--- config.mk ---
export PLATFORM = sky130hd
export DESIGN_NAME = sgd_dot_product
export DESIGN_NICKNAME = d
export VERILOG_FILES = /design/src/source/sgd_pkg.sv /design/src/source/fifo_rd_if.sv /design/src/source/adder_tree.sv /design/src/source/bank_accumulator.sv /design/src/source/dot_control.sv /design/src/source/sample_fifo.sv /design/src/source/sgd_dot_product.sv
export SDC_FILE = /design/constraint.sdc
export NUM_CORES = 2
export LEC_CHECK = 0
export ABC_AREA = 0
export BUFFER_PORTS_ARGS = -buffer_cell sky130_fd_sc_hd__buf_2
export CAP_MARGIN = 20
export CORE_MARGIN = 4
export CORE_UTILIZATION = 65
export DETAILED_ROUTE_END_ITERATION = 12
export PLACE_DENSITY = 0.84
export SYNTH_ARGS = -nofsm -noshare
export SYNTH_HDL_FRONTEND = slang
export SYNTH_SLANG_ARGS = --single-unit
--- constraint.sdc ---
create_clock -name clk -period 10.1 [get_ports clk]
set_input_delay 2.02 -clock clk [delete_from_list [all_inputs] [get_ports clk]]
set_output_delay 2.02 -clock clk [all_outputs]
set_load 0.05 [all_outputs]
--- src/source/sgd_pkg.sv ---
/*
 * sgd_pkg
 * shared sizes, widths and the control FSM state type for the
 * bit-serial dot-product engine
 */
package sgd_pkg;

    // bank geometry
    localparam int NUM_BANKS          = 2;   // samples side by side
    localparam int BITS_PER_BANK      = 8;   // features per chunk
    localparam int TREE_DEPTH         = 3;   // log2(BITS_PER_BANK)

    // data widths
    localparam int X_WIDTH            = 32;
    localparam int A_WORD_W           = NUM_BANKS * BITS_PER_BANK;
    localparam int X_WORD_W           = BITS_PER_BANK * X_WIDTH;
    localparam int CFG_W              = 32;  // config registers
    localparam int DOT_W              = 32;  // result width per bank

    // sample FIFO
    localparam int FIFO_DEPTH_BITS    = 6;
    localparam int FIFO_DEPTH         = 1 << FIFO_DEPTH_BITS;
    localparam int FIFO_CNT_W         = FIFO_DEPTH_BITS + 1;  // 0..FIFO_DEPTH
    localparam int ALMOST_FULL_MARGIN = 4;   // free slots at almost-full

    // loop counters
    localparam int X_ADDR_W           = 6;
    localparam int BIT_IDX_W          = 5;
    localparam int CHUNK_W            = 12;
    localparam int EPOCH_W            = 10;
    localparam int CREDIT_W           = 8;
    localparam int CREDIT_LAT         = 4;   // stages on the credit compare

    // fixed point accumulator, extra fraction below the output
    localparam int FRAC_BITS          = 4;
    localparam int ACC_WIDTH          = X_WIDTH + FRAC_BITS;

    typedef enum logic [2:0] {
        st_idle,
        st_starting,      // clear epoch and credit state
        st_epoch,         // epoch bound check
        st_epoch_sample,
        st_sample,        // next sample group or end of epoch
        st_check_x,       // wait for an x credit
        st_computing,     // chunk and bit-plane loops
        st_done
    } dot_state_t;

endpackage
--- src/source/fifo_rd_if.sv ---
/*
 * fifo_rd_if
 * read side of the sample FIFO, popped by control and consumed by
 * every bank; rd_valid follows rd_en by one cycle with the word
 */
interface fifo_rd_if;
    import sgd_pkg::*;

    logic                  rd_en;     // pop request
    logic                  empty;
    logic [FIFO_CNT_W-1:0] count;     // occupancy
    logic [A_WORD_W-1:0]   rd_data;   // one bit-plane, all banks
    logic                  rd_valid;

    modport fifo (input rd_en, output empty, output count, output rd_data, output rd_valid);
    modport ctrl (output rd_en, input empty, input count);
    modport bank (input rd_data, input rd_valid);

endinterface

--- src/source/adder_tree.sv ---
/*
 * adder_tree
 * pipelined binary adder tree, one register level per tree level,
 * latency TREE_DEPTH cycles with a valid bit alongside
 */
module adder_tree (
    input  logic                               clk,
    input  logic                               rst_n,
    input  logic signed [sgd_pkg::X_WIDTH-1:0] in_data [sgd_pkg::BITS_PER_BANK],
    input  logic                               in_valid,
    output logic signed [sgd_pkg::X_WIDTH-1:0] out_data,
    output logic                               out_valid
);
    import sgd_pkg::*;

    // heap layout, node k sums children 2k and 2k+1, leaves are the inputs
    logic signed [X_WIDTH-1:0] node [1:BITS_PER_BANK-1];
    logic [TREE_DEPTH-1:0]     valid_pipe;

    genvar k;
    generate
        for (k = 1; k < BITS_PER_BANK; k++)
        begin : g_node
            if (2 * k >= BITS_PER_BANK)
            begin : g_leaf
                always_ff @(posedge clk)
                    node[k] <= in_data[2*k-BITS_PER_BANK] + in_data[2*k+1-BITS_PER_BANK];
            end
            else
            begin : g_inner
                always_ff @(posedge clk)
                    node[k] <= node[2*k] + node[2*k+1];  // wraps at X_WIDTH
            end
        end
    endgenerate

    always_ff @(posedge clk)
    begin
        if (!rst_n)
            valid_pipe <= '0;
        else
            valid_pipe <= {valid_pipe[TREE_DEPTH-2:0], in_valid};
    end

    assign out_data  = node[1];  // root
    assign out_valid = valid_pipe[TREE_DEPTH-1];

endmodule

--- src/source/bank_accumulator.sv ---
/*
 * bank_accumulator
 * one bank: masks x with its a bits, sums them in the adder tree,
 * weights each bit-plane sum by 2^-(bit+1) and accumulates the
 * fixed-point dot product of one sample
 */
module bank_accumulator #(
    parameter int BANK_ID = 0
) (
    input  logic                                 clk,
    input  logic                                 rst_n,
    fifo_rd_if.bank                              rd,
    input  logic [sgd_pkg::X_WORD_W-1:0]         x_rd_data,
    input  logic [sgd_pkg::BIT_IDX_W-1:0]        bits_minus_1,
    input  logic [sgd_pkg::CHUNK_W-1:0]          chunks_minus_1,
    output logic signed [sgd_pkg::DOT_W-1:0]     dot_product,
    output logic                                 dot_product_valid
);
    import sgd_pkg::*;

    logic [BITS_PER_BANK-1:0]  a_reg;
    logic signed [X_WIDTH-1:0] x_reg [BITS_PER_BANK];
    logic signed [X_WIDTH-1:0] masked [BITS_PER_BANK];
    logic                      in_valid;
    logic signed [X_WIDTH-1:0] tree_sum;
    logic                      tree_valid;
    logic [BIT_IDX_W-1:0]      bit_idx;
    logic [CHUNK_W-1:0]        chunk_idx;
    logic signed [ACC_WIDTH-1:0] widened;
    logic signed [ACC_WIDTH-1:0] shifted;
    logic                      shift_valid;
    logic                      shift_first;
    logic                      shift_last;
    logic signed [ACC_WIDTH-1:0] acc;

    // a slice and x chunk land on the same edge
    always_ff @(posedge clk)
    begin
        a_reg <= rd.rd_data[BANK_ID*BITS_PER_BANK +: BITS_PER_BANK];
        for (int j = 0; j < BITS_PER_BANK; j++)
            x_reg[j] <= x_rd_data[j*X_WIDTH +: X_WIDTH];
    end

    always_comb
        for (int j = 0; j < BITS_PER_BANK; j++)
            masked[j] = a_reg[j] ? x_reg[j] : '0;  // a bit selects x

    adder_tree u_tree (
        .clk       (clk),
        .rst_n     (rst_n),
        .in_data   (masked),
        .in_valid  (in_valid),
        .out_data  (tree_sum),
        .out_valid (tree_valid)
    );

    assign widened = {tree_sum, {FRAC_BITS{1'b0}}};  // room below the lsb

    // position of each tree sum within the sample
    always_ff @(posedge clk)
    begin
        if (!rst_n)
        begin
            in_valid          <= 1'b0;
            bit_idx           <= '0;
            chunk_idx         <= '0;
            shift_valid       <= 1'b0;
            dot_product_valid <= 1'b0;
        end
        else
        begin
            in_valid          <= rd.rd_valid;
            shift_valid       <= tree_valid;
            dot_product_valid <= shift_valid && shift_last;  // with the final add
            if (tree_valid)
            begin
                bit_idx <= bit_idx + 1'b1;
                if (bit_idx == bits_minus_1)
                begin
                    bit_idx   <= '0;
                    chunk_idx <= chunk_idx + 1'b1;
                    if (chunk_idx == chunks_minus_1)
                        chunk_idx <= '0;  // next sample
                end
            end
        end
    end

    // bit-plane weight 2^-(bit+1)
    always_ff @(posedge clk)
    begin
        shifted     <= widened >>> ({1'b0, bit_idx} + 6'd1);
        shift_first <= (chunk_idx == '0) && (bit_idx == '0);
        shift_last  <= (chunk_idx == chunks_minus_1) && (bit_idx == bits_minus_1);
        if (shift_valid)
            acc <= shift_first ? shifted : acc + shifted;  // first term loads
    end

    assign dot_product = acc[ACC_WIDTH-1 -: DOT_W];  // drop the extra fraction

endmodule

--- src/source/dot_control.sv ---
/*
 * dot_control
 * start synchronizer, configuration snapshot and the FSM that walks
 * epochs, sample groups, chunks and bit-planes, popping one FIFO word
 * per step and addressing x once per chunk
 */
module dot_control (
    input  logic                          clk,
    input  logic                          rst_n,
    input  logic                          started,
    input  logic [sgd_pkg::CFG_W-1:0]     number_of_epochs,
    input  logic [sgd_pkg::CFG_W-1:0]     number_of_samples,
    input  logic [sgd_pkg::CFG_W-1:0]     dimension,
    input  logic [sgd_pkg::CFG_W-1:0]     number_of_bits,
    input  logic [sgd_pkg::CREDIT_W-1:0]  x_wr_credit_counter,
    output logic [sgd_pkg::X_ADDR_W-1:0]  x_rd_addr,
    fifo_rd_if.ctrl                       rd,
    output logic [sgd_pkg::BIT_IDX_W-1:0] bits_minus_1,
    output logic [sgd_pkg::CHUNK_W-1:0]   chunks_minus_1
);
    import sgd_pkg::*;

    dot_state_t            state;
    logic [2:0]            start_sync;
    logic [EPOCH_W-1:0]    epochs_r;
    logic [CFG_W-1:0]      samples_r;
    logic [CFG_W-1:0]      chunks_w;
    logic [CREDIT_W-1:0]   rd_credit;
    logic [CREDIT_LAT-1:0] credit_pipe;
    logic [2:0]            credit_hold;  // stale compare guard after a consume
    logic [EPOCH_W-1:0]    epoch_idx;
    logic [CFG_W-1:0]      sample_idx;
    logic [CHUNK_W-1:0]    chunk_idx;
    logic [BIT_IDX_W-1:0]  bit_idx;
    logic                  credit_ok;
    logic                  rd_safe;

    always_ff @(posedge clk)
    begin
        if (!rst_n)
            start_sync <= '0;
        else
            start_sync <= {start_sync[1:0], started};
    end

    // ceil(dimension / BITS_PER_BANK)
    assign chunks_w = (dimension >> TREE_DEPTH) + CFG_W'(dimension[TREE_DEPTH-1:0] != '0);

    // config is sampled every cycle, held stable by the host while running
    always_ff @(posedge clk)
    begin
        epochs_r       <= number_of_epochs[EPOCH_W-1:0];
        samples_r      <= number_of_samples;
        bits_minus_1   <= number_of_bits[BIT_IDX_W-1:0] - 1'b1;
        chunks_minus_1 <= CHUNK_W'(chunks_w - 1'b1);
    end

    // x written ahead of x read, compare goes through CREDIT_LAT stages
    always_ff @(posedge clk)
    begin
        if (!rst_n)
            credit_pipe <= '0;
        else
            credit_pipe <= {credit_pipe[CREDIT_LAT-2:0], x_wr_credit_counter != rd_credit};
    end

    assign credit_ok = credit_pipe[CREDIT_LAT-1] && (credit_hold == '0);

    // one pop already in flight may drain the last word
    assign rd_safe = !(rd.empty || ((rd.count == FIFO_CNT_W'(1)) && rd.rd_en));

    always_ff @(posedge clk)
    begin
        if (!rst_n)
        begin
            state       <= st_idle;
            rd.rd_en    <= 1'b0;
            x_rd_addr   <= '0;
            rd_credit   <= '0;
            credit_hold <= '0;
            epoch_idx   <= '0;
            sample_idx  <= '0;
            chunk_idx   <= '0;
            bit_idx     <= '0;
        end
        else
        begin
            rd.rd_en <= 1'b0;  // single-cycle pops
            if (credit_hold != '0)
                credit_hold <= credit_hold - 1'b1;
            case (state)
                st_idle:
                    if (start_sync[2])
                        state <= st_starting;
                st_starting:
                begin
                    epoch_idx <= '0;
                    rd_credit <= '0;
                    state     <= st_epoch;
                end
                st_epoch:
                begin
                    sample_idx <= '0;
                    if (epoch_idx == epochs_r)
                        state <= st_done;  // all epochs run
                    else
                    begin
                        epoch_idx <= epoch_idx + 1'b1;
                        state     <= st_epoch_sample;
                    end
                end
                st_epoch_sample:
                    state <= st_sample;
                st_sample:
                begin
                    chunk_idx <= '0;
                    bit_idx   <= '0;
                    if (sample_idx == samples_r)
                        state <= st_epoch;
                    else
                    begin
                        sample_idx <= sample_idx + CFG_W'(NUM_BANKS);  // one group
                        state      <= st_check_x;
                    end
                end
                st_check_x:
                    if (credit_ok)
                    begin
                        rd_credit   <= rd_credit + 1'b1;  // one credit per group
                        credit_hold <= 3'(CREDIT_LAT);
                        state       <= st_computing;
                    end
                st_computing:
                    if (rd_safe)  // stall while FIFO runs dry
                    begin
                        rd.rd_en <= 1'b1;
                        if (bit_idx == '0)
                            x_rd_addr <= chunk_idx[X_ADDR_W-1:0];  // new chunk
                        bit_idx <= bit_idx + 1'b1;
                        if (bit_idx == bits_minus_1)
                        begin
                            bit_idx   <= '0;
                            chunk_idx <= chunk_idx + 1'b1;
                            if (chunk_idx == chunks_minus_1)
                                state <= st_sample;
                        end
                    end
                st_done:
                    state <= st_done;  // until reset
                default:
                    state <= st_idle;
            endcase
        end
    end

endmodule

--- src/source/sample_fifo.sv ---
/*
 * sample_fifo
 * register-array FIFO for bit-plane words of the sample vectors,
 * with occupancy count, almost-full and a registered read port
 */
module sample_fifo (
    input  logic                          clk,
    input  logic                          rst_n,
    input  logic                          wr_en,
    input  logic [sgd_pkg::A_WORD_W-1:0]  wr_data,
    output logic                          almost_full,
    fifo_rd_if.fifo                       rd
);
    import sgd_pkg::*;

    logic [A_WORD_W-1:0]        mem [FIFO_DEPTH];
    logic [FIFO_DEPTH_BITS-1:0] wr_ptr;
    logic [FIFO_DEPTH_BITS-1:0] rd_ptr;
    logic [FIFO_CNT_W-1:0]      count;
    logic                       do_wr;
    logic                       do_rd;

    assign do_wr = wr_en && (count != FIFO_CNT_W'(FIFO_DEPTH));  // word lost when full
    assign do_rd = rd.rd_en && (count != '0);

    assign rd.empty = (count == '0);
    assign rd.count = count;

    // fewer than ALMOST_FULL_MARGIN free slots
    assign almost_full = (count > FIFO_CNT_W'(FIFO_DEPTH - ALMOST_FULL_MARGIN));

    always_ff @(posedge clk)
    begin
        if (do_wr)
            mem[wr_ptr] <= wr_data;
        if (do_rd)
            rd.rd_data <= mem[rd_ptr];  // word lands with rd_valid
    end

    always_ff @(posedge clk)
    begin
        if (!rst_n)
        begin
            wr_ptr      <= '0;
            rd_ptr      <= '0;
            count       <= '0;
            rd.rd_valid <= 1'b0;
        end
        else
        begin
            rd.rd_valid <= do_rd;
            if (do_wr)
                wr_ptr <= wr_ptr + 1'b1;  // pointers wrap at depth
            if (do_rd)
                rd_ptr <= rd_ptr + 1'b1;
            case ({do_wr, do_rd})
                2'b10:   count <= count + 1'b1;
                2'b01:   count <= count - 1'b1;
                default: count <= count;  // both or neither
            endcase
        end
    end

endmodule

--- src/source/sgd_dot_product.sv ---
/*
 * sgd_dot_product
 * top of the dot-product engine, input register in front of the
 * sample FIFO, control FSM and one accumulator per bank
 */
module sgd_dot_product (
    input  logic                             clk,
    input  logic                             rst_n,
    input  logic                             started,
    input  logic [sgd_pkg::CFG_W-1:0]        number_of_epochs,
    input  logic [sgd_pkg::CFG_W-1:0]        number_of_samples,
    input  logic [sgd_pkg::CFG_W-1:0]        dimension,
    input  logic [sgd_pkg::CFG_W-1:0]        number_of_bits,
    input  logic [sgd_pkg::A_WORD_W-1:0]     dispatch_axb_a_data,
    input  logic                             dispatch_axb_a_wr_en,
    output logic                             dispatch_axb_a_almost_full,
    input  logic [sgd_pkg::CREDIT_W-1:0]     x_wr_credit_counter,
    output logic [sgd_pkg::X_ADDR_W-1:0]     x_rd_addr,
    input  logic [sgd_pkg::X_WORD_W-1:0]     x_rd_data,
    output logic signed [sgd_pkg::DOT_W-1:0] dot_product [sgd_pkg::NUM_BANKS],
    output logic [sgd_pkg::NUM_BANKS-1:0]    dot_product_valid
);
    import sgd_pkg::*;

    logic [A_WORD_W-1:0]  a_data_r;
    logic                 a_wr_en_r;
    logic [BIT_IDX_W-1:0] bits_minus_1;
    logic [CHUNK_W-1:0]   chunks_minus_1;

    fifo_rd_if rd_bus ();

    // one cycle of register ahead of the FIFO write
    always_ff @(posedge clk)
    begin
        a_data_r <= dispatch_axb_a_data;
        if (!rst_n)
            a_wr_en_r <= 1'b0;
        else
            a_wr_en_r <= dispatch_axb_a_wr_en;
    end

    sample_fifo u_fifo (
        .clk         (clk),
        .rst_n       (rst_n),
        .wr_en       (a_wr_en_r),
        .wr_data     (a_data_r),
        .almost_full (dispatch_axb_a_almost_full),
        .rd          (rd_bus.fifo)
    );

    dot_control u_ctrl (
        .clk                 (clk),
        .rst_n               (rst_n),
        .started             (started),
        .number_of_epochs    (number_of_epochs),
        .number_of_samples   (number_of_samples),
        .dimension           (dimension),
        .number_of_bits      (number_of_bits),
        .x_wr_credit_counter (x_wr_credit_counter),
        .x_rd_addr           (x_rd_addr),
        .rd                  (rd_bus.ctrl),
        .bits_minus_1        (bits_minus_1),
        .chunks_minus_1      (chunks_minus_1)
    );

    genvar b;
    generate
        for (b = 0; b < NUM_BANKS; b++)
        begin : g_bank
            bank_accumulator #(
                .BANK_ID (b)
            ) u_bank (
                .clk               (clk),
                .rst_n             (rst_n),
                .rd                (rd_bus.bank),
                .x_rd_data         (x_rd_data),
                .bits_minus_1      (bits_minus_1),
                .chunks_minus_1    (chunks_minus_1),
                .dot_product       (dot_product[b]),
                .dot_product_valid (dot_product_valid[b])
            );
        end
    endgenerate

endmodule

# Word-level counts from Yosys, hierarchy flattened
# Memories as Yosys holds them, arrays and structs flattened. A register that Yosys moved wholly into a read port is not among the register bits.
# Index checks and enable logic that the tools add are counted.
dict set report word_totals {
  mem_count 5
  ram_bits 1984
  out_inout_bits 73
  regBits 392
  in_bits 412
}
# memory depth word_bits read_ports rd_clocked_by_memory_dff wr line_no
set mem_list {}
lappend mem_list {u_fifo.mem 64 16 1 1 1 sample_fifo.sv:16} ;# logic [A_WORD_W-1:0] mem [FIFO_DEPTH];
lappend mem_list {{g_bank[0].u_bank.x_reg} 8 32 8 0 8 bank_accumulator.sv:22} ;# logic signed [X_WIDTH-1:0] x_reg [BITS_PER_BANK];
lappend mem_list {{g_bank[1].u_bank.x_reg} 8 32 8 0 8 bank_accumulator.sv:22}
lappend mem_list {{g_bank[0].u_bank.u_tree.node} 7 32 7 0 7 adder_tree.sv:17} ;# logic signed [X_WIDTH-1:0] node [1:BITS_PER_BANK-1];
lappend mem_list {{g_bank[1].u_bank.u_tree.node} 7 32 7 0 7 adder_tree.sv:17}
dict set report op_classes {
  n_mux 49
  n_eq_ne 27
  shift 2
  bitwise 1
  reduce_logical 37
  n_addsub 35
  order_cmp 1
}
# operator count
set op_table {}
lappend op_table {{2-to-1 mux 32 bit} 17}
lappend op_table {{adder 32 bit} 14}
lappend op_table {{adder 36 bit} 2}
lappend op_table {{2-to-1 mux 36 bit} 2}
lappend op_table {{>>> shifter 36 x 6 -> 36 bit} 2}
lappend op_table {{case mux 32 bit (2 select lines)} 1}
lappend op_table {{2-to-1 mux 12 bit} 4}
lappend op_table {{adder 12 x 1 -> 12 bit (second input constant)} 3}
lappend op_table {{equality test 12 bit} 3}
lappend op_table {{adder 32 x 2 -> 32 bit (second input constant)} 1}
lappend op_table {{equality test 32 bit} 1}
lappend op_table {{2-to-1 mux 3 bit} 10}
lappend op_table {{zero test 12 bit} 2}
lappend op_table {{case mux 12 bit (2 select lines)} 1}
lappend op_table {{case mux 3 bit (8 select lines)} 1}
lappend op_table {{2-to-1 mux 5 bit} 4}
lappend op_table {{case mux 10 bit (2 select lines)} 1}
lappend op_table {{case mux 8 bit (2 select lines)} 1}
lappend op_table {{adder 5 x 1 -> 5 bit (second input constant)} 3}
lappend op_table {{equality test 5 bit} 3}
lappend op_table {{zero test 5 bit} 3}
lappend op_table {{case mux 7 bit (2 select lines)} 1}
lappend op_table {{AND reduction 2 bit} 7}
lappend op_table {{adder 12 x 1 -> 12 bit} 1}
lappend op_table {{other kinds (35)} 64}

# Depth between registers and ports, before layout
dict set report depth {
  depth_word 5
  ltp_mapped 15
}

# Cells and area by module
# Synthesis repeated with hierarchy kept, for this count alone.
dict set report unflattened {
  hier_cells 8960
  area_unflattened_um2 107395.5
}
# mod cells_per_inst n_inst area_each_um2
set by_module_without_submodules {}
lappend by_module_without_submodules {sample_fifo 1954 1 40939.3}
lappend by_module_without_submodules {bank_accumulator 1423 2 14376.3}
lappend by_module_without_submodules {{adder_tree (g_bank[0].u_bank.u_tree)} 1795 1 15852.7}
lappend by_module_without_submodules {{adder_tree (g_bank[1].u_bank.u_tree)} 1695 1 15267.1}
lappend by_module_without_submodules {dot_control 652 1 6237.2}
lappend by_module_without_submodules {sgd_dot_product 18 1 346.6}

# Least setup slack after synthesis
# Ideal clock, no wire load.
dict set report synth_timing {
  path_type {reg2out}
  from {register u_fifo.count[0] (netlist: u_fifo.rd.count[0])}
  to {output dispatch_axb_a_almost_full}
  path_stages_with_launch 4
  n_path_buf 0
  required_time_ps 8080
  slack_ps 6258
  arrival_ps 1822
  path_cell_list {dfxtp_1 -> inv_1 -> ha_1 -> o21ai_0}
}
dict set report synth_between {
  elab_chain_cells 1
}
# element line_no
set synth_lines {}
lappend synth_lines {{from (decl)} sample_fifo.sv:19} ;# logic [FIFO_CNT_W-1:0] count;
lappend synth_lines {{from (signal assigned)} sample_fifo.sv:57} ;# 2'b10: count <= count + 1'b1;
lappend synth_lines {{from (signal assigned)} sample_fifo.sv:58} ;# 2'b01: count <= count - 1'b1;
lappend synth_lines {{from (signal assigned)} sample_fifo.sv:59} ;# default: count <= count;
lappend synth_lines {{greater-than comparator 7 x 6 -> 1 bit} sample_fifo.sv:30} ;# assign almost_full = (count > FIFO_CNT_W'(FIFO_DEPTH - ALMOST_FULL_MARGIN));
lappend synth_lines {{to (decl)} sgd_dot_product.sv:16} ;# output logic dispatch_axb_a_almost_full,
# Every way passes these cells.

==> impl_metrics.csv <==
group,metric,value,unit
worst_setup_path,cp_max_fo,43,
timing,finalCriticalPeriod,4.70,ns
timing,max_slew_margin,13.0,%
placed_design,place_inst,10300,
worst_setup_path,path_buf_inv,2,
floorplan,core_area,0.152,mm^2
route,drcViolationCount,0,
cts,htreeDepth,4,
finish,num-nets-final,9494,
grt,grt_pass1_vias,68000,
timing,fmax,213,MHz
placed_design,dpl.hpwl,199000,um
run,maxCapViolations,0,
logic_synthesis,synthTopCellsByArea,"edfxtp_1 (34%), dfxtp_1 (21%), mux4_2 (8.3%), ha_1 (6.7%), and2_1 (3.4%)",
logic_synthesis,synth_top_area_share,33.6,%
timing,setup-tns-final,0,ns
timing,grt_setup_unrepaired,"no",
worst_setup_path,path_class,"register to register",
logic_synthesis,synthArstFlopShare,0,%
cts,clk_latency,0.86,ns
cts,path_clk_slew,0.07,ns
timing,setup_viol,0,
worst_setup_path,crit_chain,"buf_4 > buf_4 > mux4_2 > mux4_2 > mux4_2",
timing,worst_slew_pin_slew,1.30,ns
timing,drv_slew,0,
worst_setup_path,slowest_stage,"dfxtp_4",
logic_synthesis,ys_warn_count,0,
grt,grt_pass1_wl,426000,um
logic_synthesis,yosys-top-cells-count,"edfxtp_1 (1112), dfxtp_1 (1019), nor2_1 (559)",
logic_synthesis,ys_ff_latch,2131,
cts,cts_root_buf,"clkbuf_16",
worst_hold_path,whs_endpoint,"g_bank[1].u_bank.a_reg[3]$_DFF_P_",
cts,cts_sinks,2131,
route,wl_per_cell,28.1,um
logic_synthesis,ys_seq_area_share,54.1,%
grt,grt_antenna_before_repair,35,
floorplan,die_area,0.159,mm^2
timing,fin_crit_sh,46.5,%
route,ant_nets,0,
logic_synthesis,synth_simple_gate_area_share,11.1,%
worst_setup_path,reg2reg_depth,5,
finish,drive_gt1_share,16.1,%
finish,finalNonFillerCells,10800,
cts,cts_resized,0,
finish,syn_to_final_growth,12.2,%
route,vias_per_cell,6.56,
cts,cts_setup_buffers,0,
power_and_ir_drop,vdd_drop_max,0.205,mV
timing,hold_viol_final,0,
logic_synthesis,synth-compound-area-share,10.7,%
worst_setup_path,cp.required,10.67,ns
power_and_ir_drop,powerDensity,202,mW/mm^2
logic_synthesis,synth_top_family_by_area,"simple AND/OR/NAND/NOR gates",
logic_synthesis,ys_types,98,
cts,cts_max_path_buffers,3,
worst_hold_path,holdCritStartpoint,"u_fifo.rd.rd_data[11]$_DFFE_PP_",
logic_synthesis,synth.area.mux_share,9.29,%
floorplan,io_pins,485,
floorplan,start_util,65.5,%
grt,track_usage,36.0,%
placed_design,numPortBuffers,418,
worst_setup_path,max_stage_delay,0.87,ns
worst_setup_path,path_common_cell,"mux4_2",
worst_setup_path,rrSetupSlack,5.40,ns
worst_setup_path,critPathLaunchType,"register",
grt,grt-ovfl-total,0,
placed_design,placed_area,0.103,mm^2
logic_synthesis,synth-edff-count,1112,
worst_setup_path,r2r_end,"u_fifo.rd.rd_data[5]$_DFFE_PP_",
logic_synthesis,yosysTopAreaCell,"edfxtp_1",
run_status,status,"finished, final reports clean",
timing,fin_skew,0.0840,ns
worst_setup_path,cpLargestDelayFamily,"multiplexers",
logic_synthesis,ys.flop_type,"edfxtp_1",
floorplan,die_y,399,um
logic_synthesis,synthCells,8149,
worst_hold_path,hold_class,"register to register",
grt,grt_max_degree,135,
power_and_ir_drop,leakagePower,44.0,nW
route,first_pass_iters,8,
worst_setup_path,cp_data_arrival_time,5.27,ns
cts,cts_hold_buf,0,
finish,largest_register_ffs,1024,
worst_setup_path,r2r_start,"u_fifo.rd_ptr[0]$_SDFFE_PN0P_",
logic_synthesis,synth_fa_ha_area_share,6.98,%
worst_setup_path,end_kind,"register",
floorplan,rows,143,
cts,cts_tree,"built",
worst_hold_path,whs_path_depth,0,
floorplan,fp.dieW,399,um
cts,cts_inserted_buffers,205,
logic_synthesis,synth_area,0.0994,mm^2
finish,final_area,0.112,mm^2
route,vias,70600,
logic_synthesis,syn_avg_cell_area,12.2,um^2
logic_synthesis,synthMostInstantiatedCell,"edfxtp_1",
route,routed_wl,303000,um
route,dr.first_iter.drc_count,8398,
placed_design,gp_congestion,0.978,
logic_synthesis,syn_nets,9106,
logic_synthesis,yosys.area_share.xor_xnor,5.72,%
## cell type report
cell class	count	area (um^2)
flip-flops and latches	2131	53800
multi-input cells	5518	43800
fillers	9663	40400
clock buffers	279	5820
repair buffers	533	3710
well taps	2030	2540
clock inverters	103	1270
inverters	148	556
diodes	21	52.6
## per-layer routing
layer | routed length (um) | vias up | GRT usage, %
li1 | - | 30800 | -
met1 | 104000 | 34000 | 42.8
met2 | 144000 | 4567 | 59.6
met3 | 28200 | 1170 | 7.54
met4 | 25800 | 8 | 23.6
met5 | 57 | - | 0
## worst max path at each step
| stage | from | to | slack [ns] | cells after the start |
|---|---|---|---|---|
| 3_3_place_gp | u_fifo.rd_ptr[0]$_SDFFE_PN0P_ | u_fifo.rd.rd_data[4]$_DFFE_PP_ | 5.60 | 5 |
| 2_1_floorplan | u_fifo.rd.count[0]$_SDFFE_PN0P_ | dispatch_axb_a_almost_full | 6.26 | 3 |
| 4_1_cts | u_fifo.rd_ptr[0]$_SDFFE_PN0P_ | u_fifo.rd.rd_data[5]$_DFFE_PP_ | 5.39 | 5 |
| 5_1_grt | u_fifo.rd_ptr[0]$_SDFFE_PN0P_ | u_fifo.rd.rd_data[14]$_DFFE_PP_ | 5.12 | 5 |
| 6_report | u_fifo.rd_ptr[0]$_SDFFE_PN0P_ | u_fifo.rd.rd_data[5]$_DFFE_PP_ | 5.40 | 5 |
| 3_5_place_dp | u_fifo.rd_ptr[0]$_SDFFE_PN0P_ | u_fifo.rd.rd_data[4]$_DFFE_PP_ | 5.49 | 5 |
## power breakdown
part	switching, W	total, W	internal, W	leakage, nW
logic	0.00248	0.00429	0.00182	22.0
registers	0.000494	0.0102	0.00974	18.5
clock network	0.00360	0.00806	0.00446	3.46
total	0.00657	0.0226	0.0160	44.0
## through the flow
stage	setup slack [ns]	hold WS, ns	util, %	power (W)
floorplan	6.26	0.323	-	0.0133
global placement	5.60	0.325	67.9	0.0145
detailed placement	5.49	0.327	68.1	0.0146
CTS	5.39	0.341	72.7	0.0225
global route	5.12	0.346	73.4	0.0235
finish	5.40	0.344	73.4	0.0226
## placed cells by master, fill, tap and decap left out, drive strengths merged, types with 68 or more instances in the layout
cell type  Yosys  layout
and3          76      76
nand2        457     457
xor2         299     299
buf          120     533
o21ai        357     357
o21a          68      68
o21bai        74      74
a21oi        518     518
edfxtp      1112    1112
nand4         78      78
a21o         275     275
clkbuf       232     279
and2         536     536
nor3          72      72
clkinv         0      75
inv          148     157
mux4         367     367
nor2         560     560
xnor2        351     351
nand3        156     156
dfxtp       1019    1019
ha           529     529
## worst reg2reg max path: cells and delay by family, from the launching register on
kind	cells	cell delay (ns)
buffers and inverters	2	1.67
DFF	1	0.87
muxes	3	1.88
## cell families (layout without fill, tap and decap cells)
logic type               after synthesis  count (layout)
AO/OA/AOI/OAI                       1665            1665
XOR/XNOR                             650             650
adder cells (fa/ha/maj)              545             545
buffers and inverters                500            1063
flip-flops                          2131            2131
multiplexers                         461             461
other                                  0              21
AND/OR/NAND/NOR                     2197            2197
Note: power is estimated with default switching activity, not from simulation.
